===== config.mk =====
export PLATFORM = sky130hd
export DESIGN_NAME = irq_unit
export DESIGN_NICKNAME = d
export VERILOG_FILES = /design/src/irq_pkg.sv /design/src/irq_source_front.sv /design/src/irq_cell.sv /design/src/irq_vector_encoder.sv /design/src/irq_unit.sv
export VERILOG_INCLUDE_DIRS = /design/src
export SDC_FILE = /design/constraint.sdc
export NUM_CORES = 1
export LEC_CHECK = 0
export ABC_AREA = 1
export BUFFER_PORTS_ARGS = -buffer_cell sky130_fd_sc_hd__buf_2
export CAP_MARGIN = 30
export CORE_ASPECT_RATIO = 1.1
export CORE_MARGIN = 2
export CORE_UTILIZATION = 61
export CTS_BUF_LIST = sky130_fd_sc_hd__clkbuf_16
export CTS_CLUSTER_SIZE = 30
export DETAILED_ROUTE_END_ITERATION = 10
export GPL_ROUTABILITY_DRIVEN = 0
export HOLD_SLACK_MARGIN = 0.1
export PLACE_DENSITY = 0.85
export SLEW_MARGIN = 30
export SYNTH_ARGS = -nofsm -noshare
export SYNTH_HDL_FRONTEND = slang
export SYNTH_SLANG_ARGS = --single-unit

===== constraint.sdc =====
create_clock -name __clk -period 2.4 [get_ports __clk]
set_input_delay 0.36 -clock __clk [delete_from_list [all_inputs] [get_ports __clk]]
set_output_delay 0.36 -clock __clk [all_outputs]
set_load 0.02 [all_outputs]

===== src/irq_consts.svh =====
`ifndef IRQ_CONSTS_SVH
`define IRQ_CONSTS_SVH

// interrupt unit sizes, fixed by the cpu architecture

// level 0 is the nmi, level 31 the lowest
`define IRQ_LEVELS 32

// rm register, one bit per mask group
`define IRQ_MASK_BITS 10

// level number width
`define IRQ_VEC_BITS 5

`endif


===== src/irq_pkg.sv =====
`include "irq_consts.svh"

package irq_pkg;

	// one bit per level, bit n is level n
	typedef logic [`IRQ_LEVELS-1:0] level_vec_t;

	// mask register; bit 0 gates level 1, bit 9 gates levels 28..31
	typedef logic [`IRQ_MASK_BITS-1:0] mask_reg_t;

	// level number, also the vector handed to the cpu
	typedef logic [`IRQ_VEC_BITS-1:0] vec_num_t;

	// software write word, same bit order as level_vec_t
	// low bits double as the mask value on a mask write
	typedef logic [`IRQ_LEVELS-1:0] wr_data_t;

	// group index of a mask bit, 0..9
	typedef logic [3:0] mask_grp_t;

endpackage


===== src/irq_source_front.sv =====
`timescale 1ns/1ps
`include "irq_consts.svh"

module irq_source_front import irq_pkg::*; (
	input  logic       __clk,
	input  logic       rst_n,
	input  level_vec_t irq_lines,      // async lines, request on rising edge
	input  logic       mask_wr,        // load mask from wr_data low bits
	input  logic       req_set_wr,     // software set of request bits
	input  logic       req_clr_wr,     // software clear of request bits
	input  wr_data_t   wr_data,
	input  logic       mask_clr_pulse, // accept happened one cycle ago
	input  vec_num_t   mask_clr_level, // level that was accepted
	output level_vec_t set_req,
	output level_vec_t clr_req,
	output level_vec_t level_en,
	output mask_reg_t  mask_bits
);

	// mask group of a level
	// level 0 has no group and maps to 0 so its accept wipes the whole mask
	function automatic mask_grp_t group_of(input vec_num_t lvl);
		mask_grp_t g;
		if (lvl == 5'd0) begin
			g = 4'd0;
		end else if (lvl <= 5'd4) begin
			g = mask_grp_t'(lvl - 5'd1); // one bit per level
		end else if (lvl <= 5'd11) begin
			g = 4'd4;
		end else if (lvl <= 5'd13) begin
			g = 4'd5;
		end else if (lvl <= 5'd15) begin
			g = 4'd6;
		end else if (lvl <= 5'd21) begin
			g = 4'd7;
		end else if (lvl <= 5'd27) begin
			g = 4'd8;
		end else begin
			g = 4'd9;
		end
		return g;
	endfunction

	level_vec_t sync_a;    // first sync stage may go metastable
	level_vec_t sync_b;    // second sync stage
	level_vec_t sync_c;    // previous value for edge detect
	level_vec_t line_edge; // one-cycle pulse per rising line
	level_vec_t sw_set_q;  // registered software set word
	level_vec_t sw_clr_q;  // registered software clear word
	mask_grp_t  clr_group;
	mask_reg_t  mask_clr_bits;
	mask_reg_t  mask_next;

	// two-flop synchronizer then edge detect on the request lines
	always_ff @(posedge __clk) begin
		if (!rst_n) begin
			sync_a <= '0;
			sync_b <= '0;
			sync_c <= '0;
		end else begin
			sync_a <= irq_lines;
			sync_b <= sync_a;
			sync_c <= sync_b;
		end
	end

	assign line_edge = sync_b & ~sync_c; // held line fires once

	// software writes reach the cells one edge later
	always_ff @(posedge __clk) begin
		if (!rst_n) begin
			sw_set_q <= '0;
			sw_clr_q <= '0;
		end else begin
			sw_set_q <= req_set_wr ? wr_data : '0;
			sw_clr_q <= req_clr_wr ? wr_data : '0;
		end
	end

	// clear beats set on the same bit
	assign clr_req = sw_clr_q;
	assign set_req = (line_edge | sw_set_q) & ~sw_clr_q;

	// groups at and below the accepted level get masked
	assign clr_group = group_of(mask_clr_level);

	always_comb begin
		mask_clr_bits = '0;
		for (int i = 0; i < `IRQ_MASK_BITS; i++) begin
			if (mask_clr_pulse && (mask_grp_t'(i) >= clr_group)) begin
				mask_clr_bits[i] = 1'b1;
			end
		end
	end

	// accept clear wins over a mask write
	assign mask_next = (mask_wr ? wr_data[`IRQ_MASK_BITS-1:0] : mask_bits) & ~mask_clr_bits;

	always_ff @(posedge __clk) begin
		if (!rst_n) begin
			mask_bits <= '0; // all masked so only nmi is live
		end else begin
			mask_bits <= mask_next;
		end
	end

	// expand rm to one enable per level
	assign level_en = {
		{4{mask_bits[9]}}, // 28..31
		{6{mask_bits[8]}}, // 22..27
		{6{mask_bits[7]}}, // 16..21
		{2{mask_bits[6]}}, // 14..15
		{2{mask_bits[5]}}, // 12..13
		{7{mask_bits[4]}}, // 5..11
		mask_bits[3:0],    // 1..4
		1'b1               // level 0 never masked
	};

	// the cells see no set/clear conflict
	a_no_set_clr: assert property (@(posedge __clk) disable iff (!rst_n)
		(set_req & clr_req) == '0);

endmodule


===== src/irq_cell.sv =====
`timescale 1ns/1ps

module irq_cell import irq_pkg::*; (
	input  logic __clk,
	input  logic rst_n,
	input  logic set_req,   // conflict-free from the front
	input  logic clr_req,
	input  logic level_en,  // mask group enable
	input  logic ack,       // cpu accepts the winner
	input  logic rti,       // cpu returns from the ret level
	input  logic grant_in,  // no higher level pending
	input  logic ret_in,    // no higher level in service
	output logic grant_out,
	output logic ret_out,
	output logic win,
	output logic ret,
	output logic pend_en,
	output logic req_bit
);

	logic req_q; // rz
	logic svc_q; // rp

	assign pend_en   = req_q & level_en;
	assign win       = pend_en & grant_in;  // highest enabled request
	assign grant_out = grant_in & ~pend_en; // pass on only when idle
	assign ret       = svc_q & ret_in;      // highest level in service
	assign ret_out   = ret_in & ~svc_q;
	assign req_bit   = req_q;

	always_ff @(posedge __clk) begin
		if (!rst_n) begin
			req_q <= 1'b0;
		end else if (ack && win) begin
			req_q <= 1'b0; // accept beats a set
		end else if (clr_req) begin
			req_q <= 1'b0;
		end else if (set_req) begin
			req_q <= 1'b1;
		end
	end

	always_ff @(posedge __clk) begin
		if (!rst_n) begin
			svc_q <= 1'b0;
		end else if (ack && win) begin
			svc_q <= 1'b1; // request moves into service
		end else if (rti && ret) begin
			svc_q <= 1'b0;
		end
	end

	a_win_pend: assert property (@(posedge __clk) disable iff (!rst_n)
		win |-> pend_en);

endmodule


===== src/irq_vector_encoder.sv =====
`timescale 1ns/1ps
`include "irq_consts.svh"

module irq_vector_encoder import irq_pkg::*; (
	input  logic       __clk,
	input  logic       rst_n,
	input  logic       ack,
	input  level_vec_t win,            // one-hot winner from the grant chain
	input  level_vec_t pend_en,        // enabled requests, all levels
	output logic       irq,            // registered OR of enabled requests
	output vec_num_t   vector,
	output logic       vector_valid,   // one cycle
	output logic       mask_clr_pulse, // mask clear in the front next edge
	output vec_num_t   mask_clr_level
);

	vec_num_t win_num;
	logic     any_win;
	logic     take;

	// one-hot to binary by OR of the winner's index bits
	always_comb begin
		win_num = '0;
		for (int i = 0; i < `IRQ_LEVELS; i++) begin
			if (win[i]) begin
				win_num = win_num | vec_num_t'(i);
			end
		end
	end

	assign any_win = |win;
	assign take    = ack & any_win; // ack with nothing pending is dropped

	// control flops
	always_ff @(posedge __clk) begin
		if (!rst_n) begin
			irq            <= 1'b0;
			mask_clr_pulse <= 1'b0;
			vector_valid   <= 1'b0;
		end else begin
			irq            <= |pend_en;
			mask_clr_pulse <= take;
			vector_valid   <= mask_clr_pulse; // second stage after accept
		end
	end

	// accepted level first, vector one edge later
	always_ff @(posedge __clk) begin
		if (take) begin
			mask_clr_level <= win_num;
		end
		if (mask_clr_pulse) begin
			vector <= mask_clr_level;
		end
	end

	// grant chain allows a single winner at most
	a_win_onehot: assert property (@(posedge __clk) disable iff (!rst_n)
		$onehot0(win));

	// vector is a pulse that is never held
	a_vec_pulse: assert property (@(posedge __clk) disable iff (!rst_n)
		vector_valid |=> !vector_valid);

endmodule


===== src/irq_unit.sv =====
`timescale 1ns/1ps
`include "irq_consts.svh"

module irq_unit import irq_pkg::*; (
	input  logic       __clk,
	input  logic       rst_n,
	input  level_vec_t irq_lines,    // async request lines
	input  logic       mask_wr,
	input  logic       req_set_wr,
	input  logic       req_clr_wr,
	input  wr_data_t   wr_data,
	input  logic       ack,          // accept pulse
	input  logic       rti,          // return pulse
	output logic       irq,
	output vec_num_t   vector,
	output logic       vector_valid,
	output level_vec_t req_bits,     // rz readback
	output mask_reg_t  mask_bits     // rm readback
);

	level_vec_t set_req;
	level_vec_t clr_req;
	level_vec_t level_en;
	level_vec_t win;
	level_vec_t ret;
	level_vec_t pend_en;
	level_vec_t grant_in;  // grant chain, level 0 first
	level_vec_t grant_out;
	level_vec_t ret_in;    // return chain, same order
	level_vec_t ret_out;
	logic       mask_clr_pulse;
	vec_num_t   mask_clr_level;

	// both chains start open at level 0 and ripple down
	assign grant_in = {grant_out[`IRQ_LEVELS-2:0], 1'b1};
	assign ret_in   = {ret_out[`IRQ_LEVELS-2:0], 1'b1};

	irq_source_front front_i (
		.__clk          (__clk),
		.rst_n          (rst_n),
		.irq_lines      (irq_lines),
		.mask_wr        (mask_wr),
		.req_set_wr     (req_set_wr),
		.req_clr_wr     (req_clr_wr),
		.wr_data        (wr_data),
		.mask_clr_pulse (mask_clr_pulse),
		.mask_clr_level (mask_clr_level),
		.set_req        (set_req),
		.clr_req        (clr_req),
		.level_en       (level_en),
		.mask_bits      (mask_bits)
	);

	// rz/rp pair per level
	for (genvar i = 0; i < `IRQ_LEVELS; i++) begin : gen_cell
		irq_cell cell_i (
			.__clk     (__clk),
			.rst_n     (rst_n),
			.set_req   (set_req[i]),
			.clr_req   (clr_req[i]),
			.level_en  (level_en[i]),
			.ack       (ack),
			.rti       (rti),
			.grant_in  (grant_in[i]),
			.ret_in    (ret_in[i]),
			.grant_out (grant_out[i]),
			.ret_out   (ret_out[i]),
			.win       (win[i]),
			.ret       (ret[i]),
			.pend_en   (pend_en[i]),
			.req_bit   (req_bits[i])
		);
	end

	irq_vector_encoder encoder_i (
		.__clk          (__clk),
		.rst_n          (rst_n),
		.ack            (ack),
		.win            (win),
		.pend_en        (pend_en),
		.irq            (irq),
		.vector         (vector),
		.vector_valid   (vector_valid),
		.mask_clr_pulse (mask_clr_pulse),
		.mask_clr_level (mask_clr_level)
	);

	// at most one level leaves service per return
	a_ret_onehot: assert property (@(posedge __clk) disable iff (!rst_n)
		$onehot0(ret));

endmodule


### Word level (Yosys, flattened, before mapping)

Index checks and enable logic that the tools add are counted.

* flip-flop bits (word level): 215
* logic and storage cells: 450
* bits of input ports: 71
* output and inout port bits: 49

* bitwise operators: 131
* $lt $le $gt $ge: 16
* reductions and logical operators: 51
* multiplexer cells: 172
* equality and inequality tests: 32
* add/subtract/negate cells: 1

Operator list (number)
* two-way mux 1 bit: 143
* != test 4 x 1 -> 1 bit, second input constant: 32
* bitwise AND 1 bit: 93
* bitwise AND 32 bit: 2
* inverter 32 bit: 2
* OR reduction 32 bit: 2
* two-way mux 4 bit: 14
* logical AND 1 bit: 42
* bitwise OR 32 bit: 1
* inverter 1 bit: 31
* two-way mux 3 bit: 8
* greater-or-equal comparator 3 x 4 -> 1 bit, first input constant: 4
* OR reduction 16 bit: 1
* <= comparator 5 x 4 -> 1 bit, second input constant: 3
* two-way mux 2 bit: 6
* bitwise AND 10 bit: 1
* <= comparator 5 bit, second input constant: 2
* two-way mux 10 bit: 1
* inverter 10 bit: 1
* greater-or-equal comparator 1 x 4 -> 1 bit, first input constant: 2
* greater-or-equal comparator 2 x 4 -> 1 bit, first input constant: 2
* greater-or-equal comparator 4 bit, first input constant: 2
* OR reduction 8 bit: 1
* <= comparator 5 x 3 -> 1 bit, second input constant: 1
* other kinds (5): 6

### Logic depth before layout (Yosys ltp)

Gate-level depths: netlist of run 1.

* depth in word-level cells: 36
* gate-level depth with buffers: 15
* mapped depth without buffers: 15

### Hierarchy

A second synthesis of run 1 with hierarchy kept.

* cell total of the unflattened synthesis: 1456
* area total of the unflattened synthesis: 10089.7 um^2

Modules (own cells, without submodules)
* irq_source_front: instances 1, area each 5789.3 um^2, sequential area each 3403.3 um^2, cells each 717
* irq_cell: instances 32, area each 111.4 um^2, sequential area each 40.0 um^2, cells each 20
* irq_vector_encoder: instances 1, area each 733.2 um^2, sequential area each 360.3 um^2, cells each 98
* irq_unit: instances 1, area each 3.8 um^2, sequential area each 0.0 um^2, cells each 1

### Worst setup path before layout of run 1

No wires, ideal clock.

* path kind: register to register
* from: reg encoder_i.mask_clr_level[0]
* to: reg front_i.mask_bits[3]
* stages on the path, launching flop included: 15
* path buffers: 0
* data required time: 2284 ps
* setup time: 116 ps
* arrival: 1554 ps
* slack: 730 ps
* period minus slack after synthesis: 1670 ps
* cell sequence: edfxtp_1 -> inv_1 -> ha_1 -> o21ai_1 -> inv_1 -> nand2_1 -> nand2_1 -> nand2_1 -> nand2_2 -> inv_1 -> nand2_1 -> nand2_1 -> inv_2 -> o211ai_1 -> inv_1

* longest elaborated chain between the ends: 13
* elaborated cells between the ends (all ways): 20
* classes of those cells: add/sub: 1; order compare: 7; mux: 8; bitwise: 2; reduce/logical: 2

Ends and longest elaborated chain
* start, declared: line irq_vector_encoder.sv:14 `output vec_num_t mask_clr_level`
* start signal, assigned: line irq_vector_encoder.sv:50 `mask_clr_level <= win_num;`
* <= comparator 5 bit: line irq_source_front.sv:36 `end else if (lvl <= 5'd27) begin`
* two-way mux 1 bit: line irq_source_front.sv:36
* two-way mux 4 bit: line irq_source_front.sv:34 `end else if (lvl <= 5'd21) begin`
* two-way mux 4 bit: line irq_source_front.sv:32 `end else if (lvl <= 5'd15) begin`
* two-way mux 4 bit: line irq_source_front.sv:30 `end else if (lvl <= 5'd13) begin`
* two-way mux 4 bit: line irq_source_front.sv:28 `end else if (lvl <= 5'd11) begin`
* two-way mux 4 bit: line irq_source_front.sv:26 `end else if (lvl <= 5'd4) begin`
* two-way mux 4 bit *: line irq_source_front.sv:24 `if (lvl == 5'd0) begin`
* greater-or-equal comparator 2 x 4 -> 1 bit *: line irq_source_front.sv:90 `if (mask_clr_pulse && (mask_grp_t'(i) >= clr_group)) begin`
* logical AND 1 bit *: line irq_source_front.sv:90
* two-way mux 1 bit *: line irq_source_front.sv:90
* inverter 10 bit *: line irq_source_front.sv:97 `` assign mask_next = (mask_wr ? wr_data[`IRQ_MASK_BITS-1:0] : mask_bits) & ~mask_clr_bits; ``
* bitwise AND 10 bit *: line irq_source_front.sv:97
* end signal, assigned: line irq_source_front.sv:103 `mask_bits <= mask_next;`
* end, declared: line irq_source_front.sv:17 `output mask_reg_t mask_bits`

Mark *: on every way between the ends. The rest lies on a longest branch, timed or not.
A chain may end at the register's enable or synchronous reset.

### Worst setup path in the final report of run 1

* from: reg encoder_i.mask_clr_level[1]
* to: reg front_i.mask_bits[4]

* longest elaborated chain between the ends: 13
* elaborated cells between the ends (all ways): 20
* classes of those cells: add/sub: 1; order compare: 7; mux: 8; bitwise: 2; reduce/logical: 2

Ends and longest elaborated chain (line)
* <= comparator 5 bit: irq_source_front.sv:36
* two-way mux 1 bit: irq_source_front.sv:36
* two-way mux 4 bit: irq_source_front.sv:34
* two-way mux 4 bit: irq_source_front.sv:32
* two-way mux 4 bit: irq_source_front.sv:30
* two-way mux 4 bit: irq_source_front.sv:28
* two-way mux 4 bit: irq_source_front.sv:26
* two-way mux 4 bit *: irq_source_front.sv:24
* greater-or-equal comparator 3 x 4 -> 1 bit *: irq_source_front.sv:90
* logical AND 1 bit *: irq_source_front.sv:90
* two-way mux 1 bit *: irq_source_front.sv:90
* inverter 10 bit *: irq_source_front.sv:97
* bitwise AND 10 bit *: irq_source_front.sv:97

Marks and branches as above.

==> results_dict.tcl, run 1 <==
set metrics [dict create \
    rows 44 \
    overflow 0 \
    cp_max_fo 5 \
    antenna_found_initial 0 \
    avgRoutedWirePerCell_um 13.42 \
    max_freq_mhz 493.8 \
    leakage_nw 5.319 \
    synthesis.nets 1086 \
    cp-endpoint "front_i.mask_bits[4]$_SDFF_PN0_" \
    post_dp_cell_area_um2 8513 \
    ant_nets 0 \
    avgSynthCellArea_um2 8.007 \
    path_cells "inv_1 -> ha_1 -> nand2_1 -> nor2_1 -> nor2_1 -> nand2_1 -> nand2_1 -> nand2_1 -> nand2_2 -> inv_1 -> nand2_1 -> nand2_1 -> inv_2 -> nand2_1 -> a21oi_1" \
    post-route-period-util_pct 84.38 \
    grt_pass1_wl_mm 27.92 \
    placed_cells 1226 \
    path_clk_slew_ps 60 \
    relSlewSlack_pct 61.36 \
    yosysSeqAreaShare_pct 54.40 \
    yosysMostFrequentCell "inv_1" \
    drive_above_1_share_pct 15.69 \
    peakVddDrop_mv 0.5837 \
    rsz0062_at_grt "false" \
    n_fill_cell 974 \
    nNetsFinal 1195 \
    clk_path_buf_depth 3 \
    core_area_um2 13100 \
    reg2regPathDepth 15 \
    die_w_um 113.8 \
    yosys.area_share.simple_pct 21.64 \
    post_cts_resized 0 \
    syn_inst 1011 \
    worst_skew_pair.late_latency_ps 480 \
    dpl.hpwl_mm 11.22 \
    dieArea_um2 14210 \
    drv_slew 0 \
    power_density_nw_per_um2 833.6 \
    holdWs_ps 107.6 \
    place_ws_ps 450.0 \
    die-height_um 124.8 \
    crit_path_end_kind "flop" \
    holdCritPathClass "input port to flop" \
    synth_top_family_by_area "simple AND/OR/NAND/NOR gates" \
    setup_tns_ps 0 \
    finalNonFillerCells 1289 \
    synth_cell_types 41 \
    fin_crit_ps 2025 \
    cts_buffers 21 \
    cts.sinks 215 \
    synth_commonest_cells "inv_1, dfxtp_1, nand2_1, nor2_1, buf_4" \
    power_mw 7.852 \
    drt_pass1_iterations 6 \
    crit_slowest_cell "edfxtp_1" \
    finish.instance_area_um2 9420 \
    syn_to_final_growth_pct 16.37 \
    utilization_pct 71.90 \
    synth.area.top_cells "dfxtp_1, inv_1, nand2_1" \
    worstMarginPinSlew_ps 579.0 \
    critPathLaunch "encoder_i.mask_clr_level[1]$_SDFFCE_PP1P_" \
    outcome "complete, no violations" \
    synth-compound-area-share_pct 7.342 \
    ys_ff_latch 215 \
    synthMuxAreaShare_pct 0 \
    syn_area_um2 8095 \
    synth_edf_count 10 \
    drc 0 \
    clock-skew-final_ps 23.01 \
    required_ps 2820 \
    cpPeakStageDelay_ps 450 \
    cts_tree "done" \
    synth_xor_area_share_pct 0 \
    vias 6380 \
    rrSetupSlack_ps 370 \
    timing.rr.end "front_i.mask_bits[4]$_SDFF_PN0_" \
    crit_top_cell "nand2_1" \
    ys.flop_type "dfxtp_1" \
    r2r-start "encoder_i.mask_clr_level[1]$_SDFFCE_PP1P_" \
    avgViaCountPerCell 4.950 \
    htree_num_levels 1 \
    grt_pass1_vias 6159 \
    arrival_ps 2440 \
    setup_viol 0 \
    start_kind "flop" \
    initial_core_util_pct 61.78 \
    synthArstFlopShare_pct 0 \
    synth_fa_ha_area_share_pct 0.6182 \
    ys_warn_count 0 \
    hold_violations 0 \
    grt_util_all_layers_pct 24.21 \
    layout_setup_ws_ps 374.9 \
    initialDrtViolationCount 436 \
    cts-root-buf "clkbuf_16" \
    yosysTopAreaCell "dfxtp_1" \
    io_buffer_count 118 \
    ios 120 \
    wl_mm 17.29 \
    synth_top_area_share_pct 50.70 \
    maxCapViolCount 0 \
    diodes 0 \
    grt_start_max_net_pins 107 \
    crit_type "flop to flop" \
]
[cell type report]
class	instances	area (µm²)	area share, %
flip-flops and latches	215	4404	46.75
multi-input cells	500	2396	25.44
well taps	161	201.4	2.138
inverters	226	848.3	9.005
clock buffers	22	550.5	5.844
repair buffers	156	983.4	10.44
clock inverters	9	36.28	0.3852
[worst max-delay path, delay by kind of cell (launching register included)]
kind	cells	cell delay [ps]
compound gates	1	120
fa+ha+maj	1	200
buf+inv	3	340
flops	1	450
simple gates	10	880
[layer usage]
metal  wire length [µm]  part of all wire [%]  vias to the layer above  GRT usage (%)
met2               8645                    50                      212          43.71
met1               6934                    40                     2898          28.36
met4                532                   3.1                        0          9.397
li1                   -                     -                     3223              -
met3               1181                   6.8                       47          4.088
met5                  0                     0                        -              0
[cell families (layout without fill, tap and decap cells)]
| group | count (synthesis) | count (layout) |
|---|---|---|
| buffers and inverters | 296 | 413 |
| AND/OR/NAND/NOR | 406 | 406 |
| AO/OA/AOI/OAI | 90 | 90 |
| flip-flops | 215 | 215 |
| adder cells (fa/ha/maj) | 4 | 4 |
[placed cells by master (no fill, tap or decap), types with 3 or more instances in the layout]
master	Yosys	routed
o311ai_0	6	6
o21ai_0	28	28
o211ai_1	12	12
clkinv_1	0	3
nor2_4	7	7
buf_4	42	5
ha_1	4	4
a21oi_1	11	11
edfxtp_1	10	10
o21ai_1	5	5
nor2_1	137	137
nor3_1	17	17
nand2_1	185	185
dfxtp_1	205	205
inv_1	224	228
dlygate4sd3_1	0	32
nand3_2	3	3
nor4_1	7	7
nand3_1	27	27
nand4_1	6	6
nand2_2	8	8
buf_2	0	117
a211oi_1	17	17
clkbuf_16	0	22
[flip-flops by register name (all words and copies together), names as in the netlist, 10 cells and up]
name                     count
front_i.sw_set_q            32
front_i.sync_c              32
front_i.sync_b              32
front_i.sync_a              32
gen_cell.cell_i.req_bit     32
front_i.clr_req             32
front_i.mask_bits           10
[worst min path at each step]
stage | start | end | slack, ps | cells after the start
2_1_floorplan | front_i.clr_req[10]$_SDFF_PN0_ | gen_cell[10].cell_i.req_bit$_SDFFE_PN0P_ | 370 | 1
3_3_place_gp | front_i.clr_req[18]$_SDFF_PN0_ | gen_cell[18].cell_i.req_bit$_SDFFE_PN0P_ | 380 | 1
3_5_place_dp | front_i.clr_req[17]$_SDFF_PN0_ | gen_cell[17].cell_i.req_bit$_SDFFE_PN0P_ | 380 | 1
4_1_cts | wr_data[15] | front_i.sw_set_q[15]$_SDFF_PN0_ | 100 | 3
5_1_grt | wr_data[11] | front_i.clr_req[11]$_SDFF_PN0_ | 110 | 3
6_report | wr_data[15] | front_i.sw_set_q[15]$_SDFF_PN0_ | 110 | 3
[power breakdown]
group | switching (mW) | total (mW) | internal, mW
registers | 0.146 | 3.96 | 3.81
logic | 0.653 | 1.02 | 0.366
clock network | 1.25 | 2.87 | 1.63
[timing repair]
item / 4_1_cts / 5_1_grt
hold buffers: 32 / 0
setup endpoints to repair: 0 / 0
buffers inserted: 0 / 0
hold endpoints to repair: 32 / 0
Power figures use the tool's default switching activity.
==> inputs of run 2 (changes only) <==
--- a/config.mk
+++ b/config.mk
@@ -11,13 +11,13 @@
 export CAP_MARGIN = 30
 export CORE_ASPECT_RATIO = 1.1
 export CORE_MARGIN = 2
-export CORE_UTILIZATION = 61
+export CORE_UTILIZATION = 51
 export CTS_BUF_LIST = sky130_fd_sc_hd__clkbuf_16
 export CTS_CLUSTER_SIZE = 30
 export DETAILED_ROUTE_END_ITERATION = 10
 export GPL_ROUTABILITY_DRIVEN = 0
 export HOLD_SLACK_MARGIN = 0.1
-export PLACE_DENSITY = 0.85
+export PLACE_DENSITY = 0.75
 export SLEW_MARGIN = 30
 export SYNTH_ARGS = -nofsm -noshare
 export SYNTH_HDL_FRONTEND = slang
==> constraint.sdc (replaced) <==
create_clock -name __clk -period 1.85 [get_ports __clk]
set_input_delay 0.2775 -clock __clk [delete_from_list [all_inputs] [get_ports __clk]]
set_output_delay 0.2775 -clock __clk [all_outputs]
set_load 0.02 [all_outputs]
==> run 2 against run 1 <==
Effect of this change:
- final area grew 8.2%
- combinational power grew 54%
- clock skew shrank 17 ps
- critical path depth shrank 4
- count of clock-buffer cells in the layout grew 3
- largest cell class unchanged
==> results_dict.tcl, run 2 (synthesis results as in run 1) <==
set metrics [dict create \
    hold_violations 0 \
    cpPeakStageDelay_ps 410 \
    die-height_um 136.1 \
    maxCapViolCount 0 \
    dr_wl_met2_mm 9.106 \
    power_density_nw_per_um2 1058 \
    ios 120 \
    holdWs_ps 122.2 \
    avgRoutedWirePerCell_um 12.75 \
    path_cells "buf_4 -> ha_1 -> a21oi_1 -> nand2_1 -> nand3_1 -> nand2_1 -> nand2_1 -> nand2_1 -> nand2_1 -> nand3_1 -> a21oi_2" \
    drv_slew 0 \
    cp_max_fo 5 \
    grt_start_max_net_pins 35 \
    required_ps 2270 \
    n_fill_cell 1296 \
    htree_num_levels 1 \
    utilization_pct 65.29 \
    cts.sinks 215 \
    crit_slowest_cell "edfxtp_1" \
    wl_mm 17.87 \
    crit_top_cell "nand2_1" \
    critPathBufInv 1 \
    max_freq_mhz 563.6 \
    nNetsFinal 1262 \
    avgViaCountPerCell 4.689 \
    post-route-period-util_pct 95.92 \
    met3_length_mm 1.026 \
    leakage_nw 5.676 \
    initialDrtViolationCount 485 \
    core_area_um2 15620 \
    arrival_ps 2190 \
    cts_buffers 22 \
    relSlewSlack_pct 66.51 \
    initial_core_util_pct 51.84 \
    worst_skew_pair.late_latency_ps 490 \
    diodes 0 \
    dpl.hpwl_mm 12.01 \
    final_cell_mix "inv_1, dfxtp_1, nand2_1" \
    highest_layer "met4" \
    crit_type "flop to flop" \
    grt_pass1_vias 6357 \
    peakVddDrop_mv 0.6352 \
    ant_nets 0 \
    holdCritPathClass "input port to flop" \
    start_kind "flop" \
    die_w_um 124.1 \
    cts-root-buf "clkbuf_16" \
    path_clk_slew_ps 60 \
    path_delay_family "simple AND/OR/NAND/NOR gates" \
    worstMarginPinSlew_ps 495.8 \
    drive_above_1_share_pct 19.22 \
    io_buffer_count 118 \
    antenna_found_initial 0 \
    setup_viol 0 \
    final_common_cell "inv_1" \
    syn_to_final_growth_pct 25.94 \
    drt-met1-wl_mm 7.252 \
    dieArea_um2 16900 \
    crit_path_end_kind "flop" \
    grt_util_all_layers_pct 21.76 \
    drt_pass1_iterations 5 \
    overflow 0 \
    rsz0062_at_grt "true" \
    outcome "complete, no violations" \
    fin_crit_ps 1774 \
    clk_path_buf_depth 3 \
    cts_tree "done" \
    grt_pass1_wl_mm 29.28 \
    clock-skew-final_ps 6.137 \
    vias 6574 \
    rows 48 \
    drc 0 \
]
-- run 2: changes by cell type in the layout (fill, tap and decap cells not counted), moves of 3 or more --
cell / change
buf_4: +31
clkbuf_16: +3
dfxtp_1: -6
dfxtp_2: +5
dlygate4sd3_1: +32
nand2_1: -4
nand2_2: +4
-- run 2: cell type report --
type                       count  area [µm²]  area share, %
clock inverter                14       57.56         0.5646
timing repair buffer         221        1577          15.46
sequential                   215        4414          43.30
clock buffer                  25       625.6          6.136
multi-input combinational    501        2422          23.76
tap                          200       250.2          2.455
inverter                     226       848.3          8.321
-- run 2: where the power goes --
| part | leakage, nW | switching [mW] | internal, mW |
|---|---|---|---|
| logic | 3.53 | 0.923 | 0.648 |
| registers | 1.78 | 0.161 | 4.95 |
| clock network | 0.358 | 1.70 | 2.40 |
| total | 5.68 | 2.78 | 8.00 |
-- run 2: what timing repair did --
action	CTS	global route
cloned	0	1
hold buffers	64	0
resized for setup	1	16
setup endpoints to repair	5	20
setup buffers	3	6
pin swaps	1	8
hold endpoints to repair	96	0
-- run 2: per-stage QoR --
step | instances | cell area (µm²) | total power, mW | worst slack, ps | TNS [ps]
6_report | 1402 | 10190 | 10.78 | 75.56 | 0
5_1_grt | 1402 | 10190 | 11.28 | -75.22 | -231.5
4_1_cts | 1395 | 10110 | 10.80 | 30.87 | 0
3_5_place_dp | 1289 | 8767 | 6.571 | -21.46 | -64.48
3_3_place_gp | 1289 | 8767 | 6.536 | 8.839 | 0
2_1_floorplan | 1011 | 8095 | 6.173 | 180.1 | 0
-- run 2: worst paths after layout --
path                                             endpoint  depth (start not counted)  slack [ps]                                      start
hold / removal              front_i.sync_a[11]$_SDFF_PN0_                          3         120                                      rst_n
setup / recovery          front_i.mask_bits[6]$_SDFF_PN0_                         11          80  encoder_i.mask_clr_level[0]$_SDFFCE_PP1P_
hold reg to reg   gen_cell[7].cell_i.req_bit$_SDFFE_PN0P_                          1         390              front_i.clr_req[7]$_SDFF_PN0_
setup reg to reg          front_i.mask_bits[6]$_SDFF_PN0_                         11          80  encoder_i.mask_clr_level[0]$_SDFFCE_PP1P_
-- run 2: worst min-delay path: cells and delay by family --
kind / cells / cell delay (ps)
buffers and inverters: 2 / 220
and+or+nand+nor: 1 / 80
-- run 2: routing by layer --
layer | GRT usage, % | up-vias
li1 | - | 3377
met1 | 25.76 | 2995
met2 | 38.95 | 171
met3 | 3.859 | 31
met4 | 7.990 | 0
met5 | 0 | -
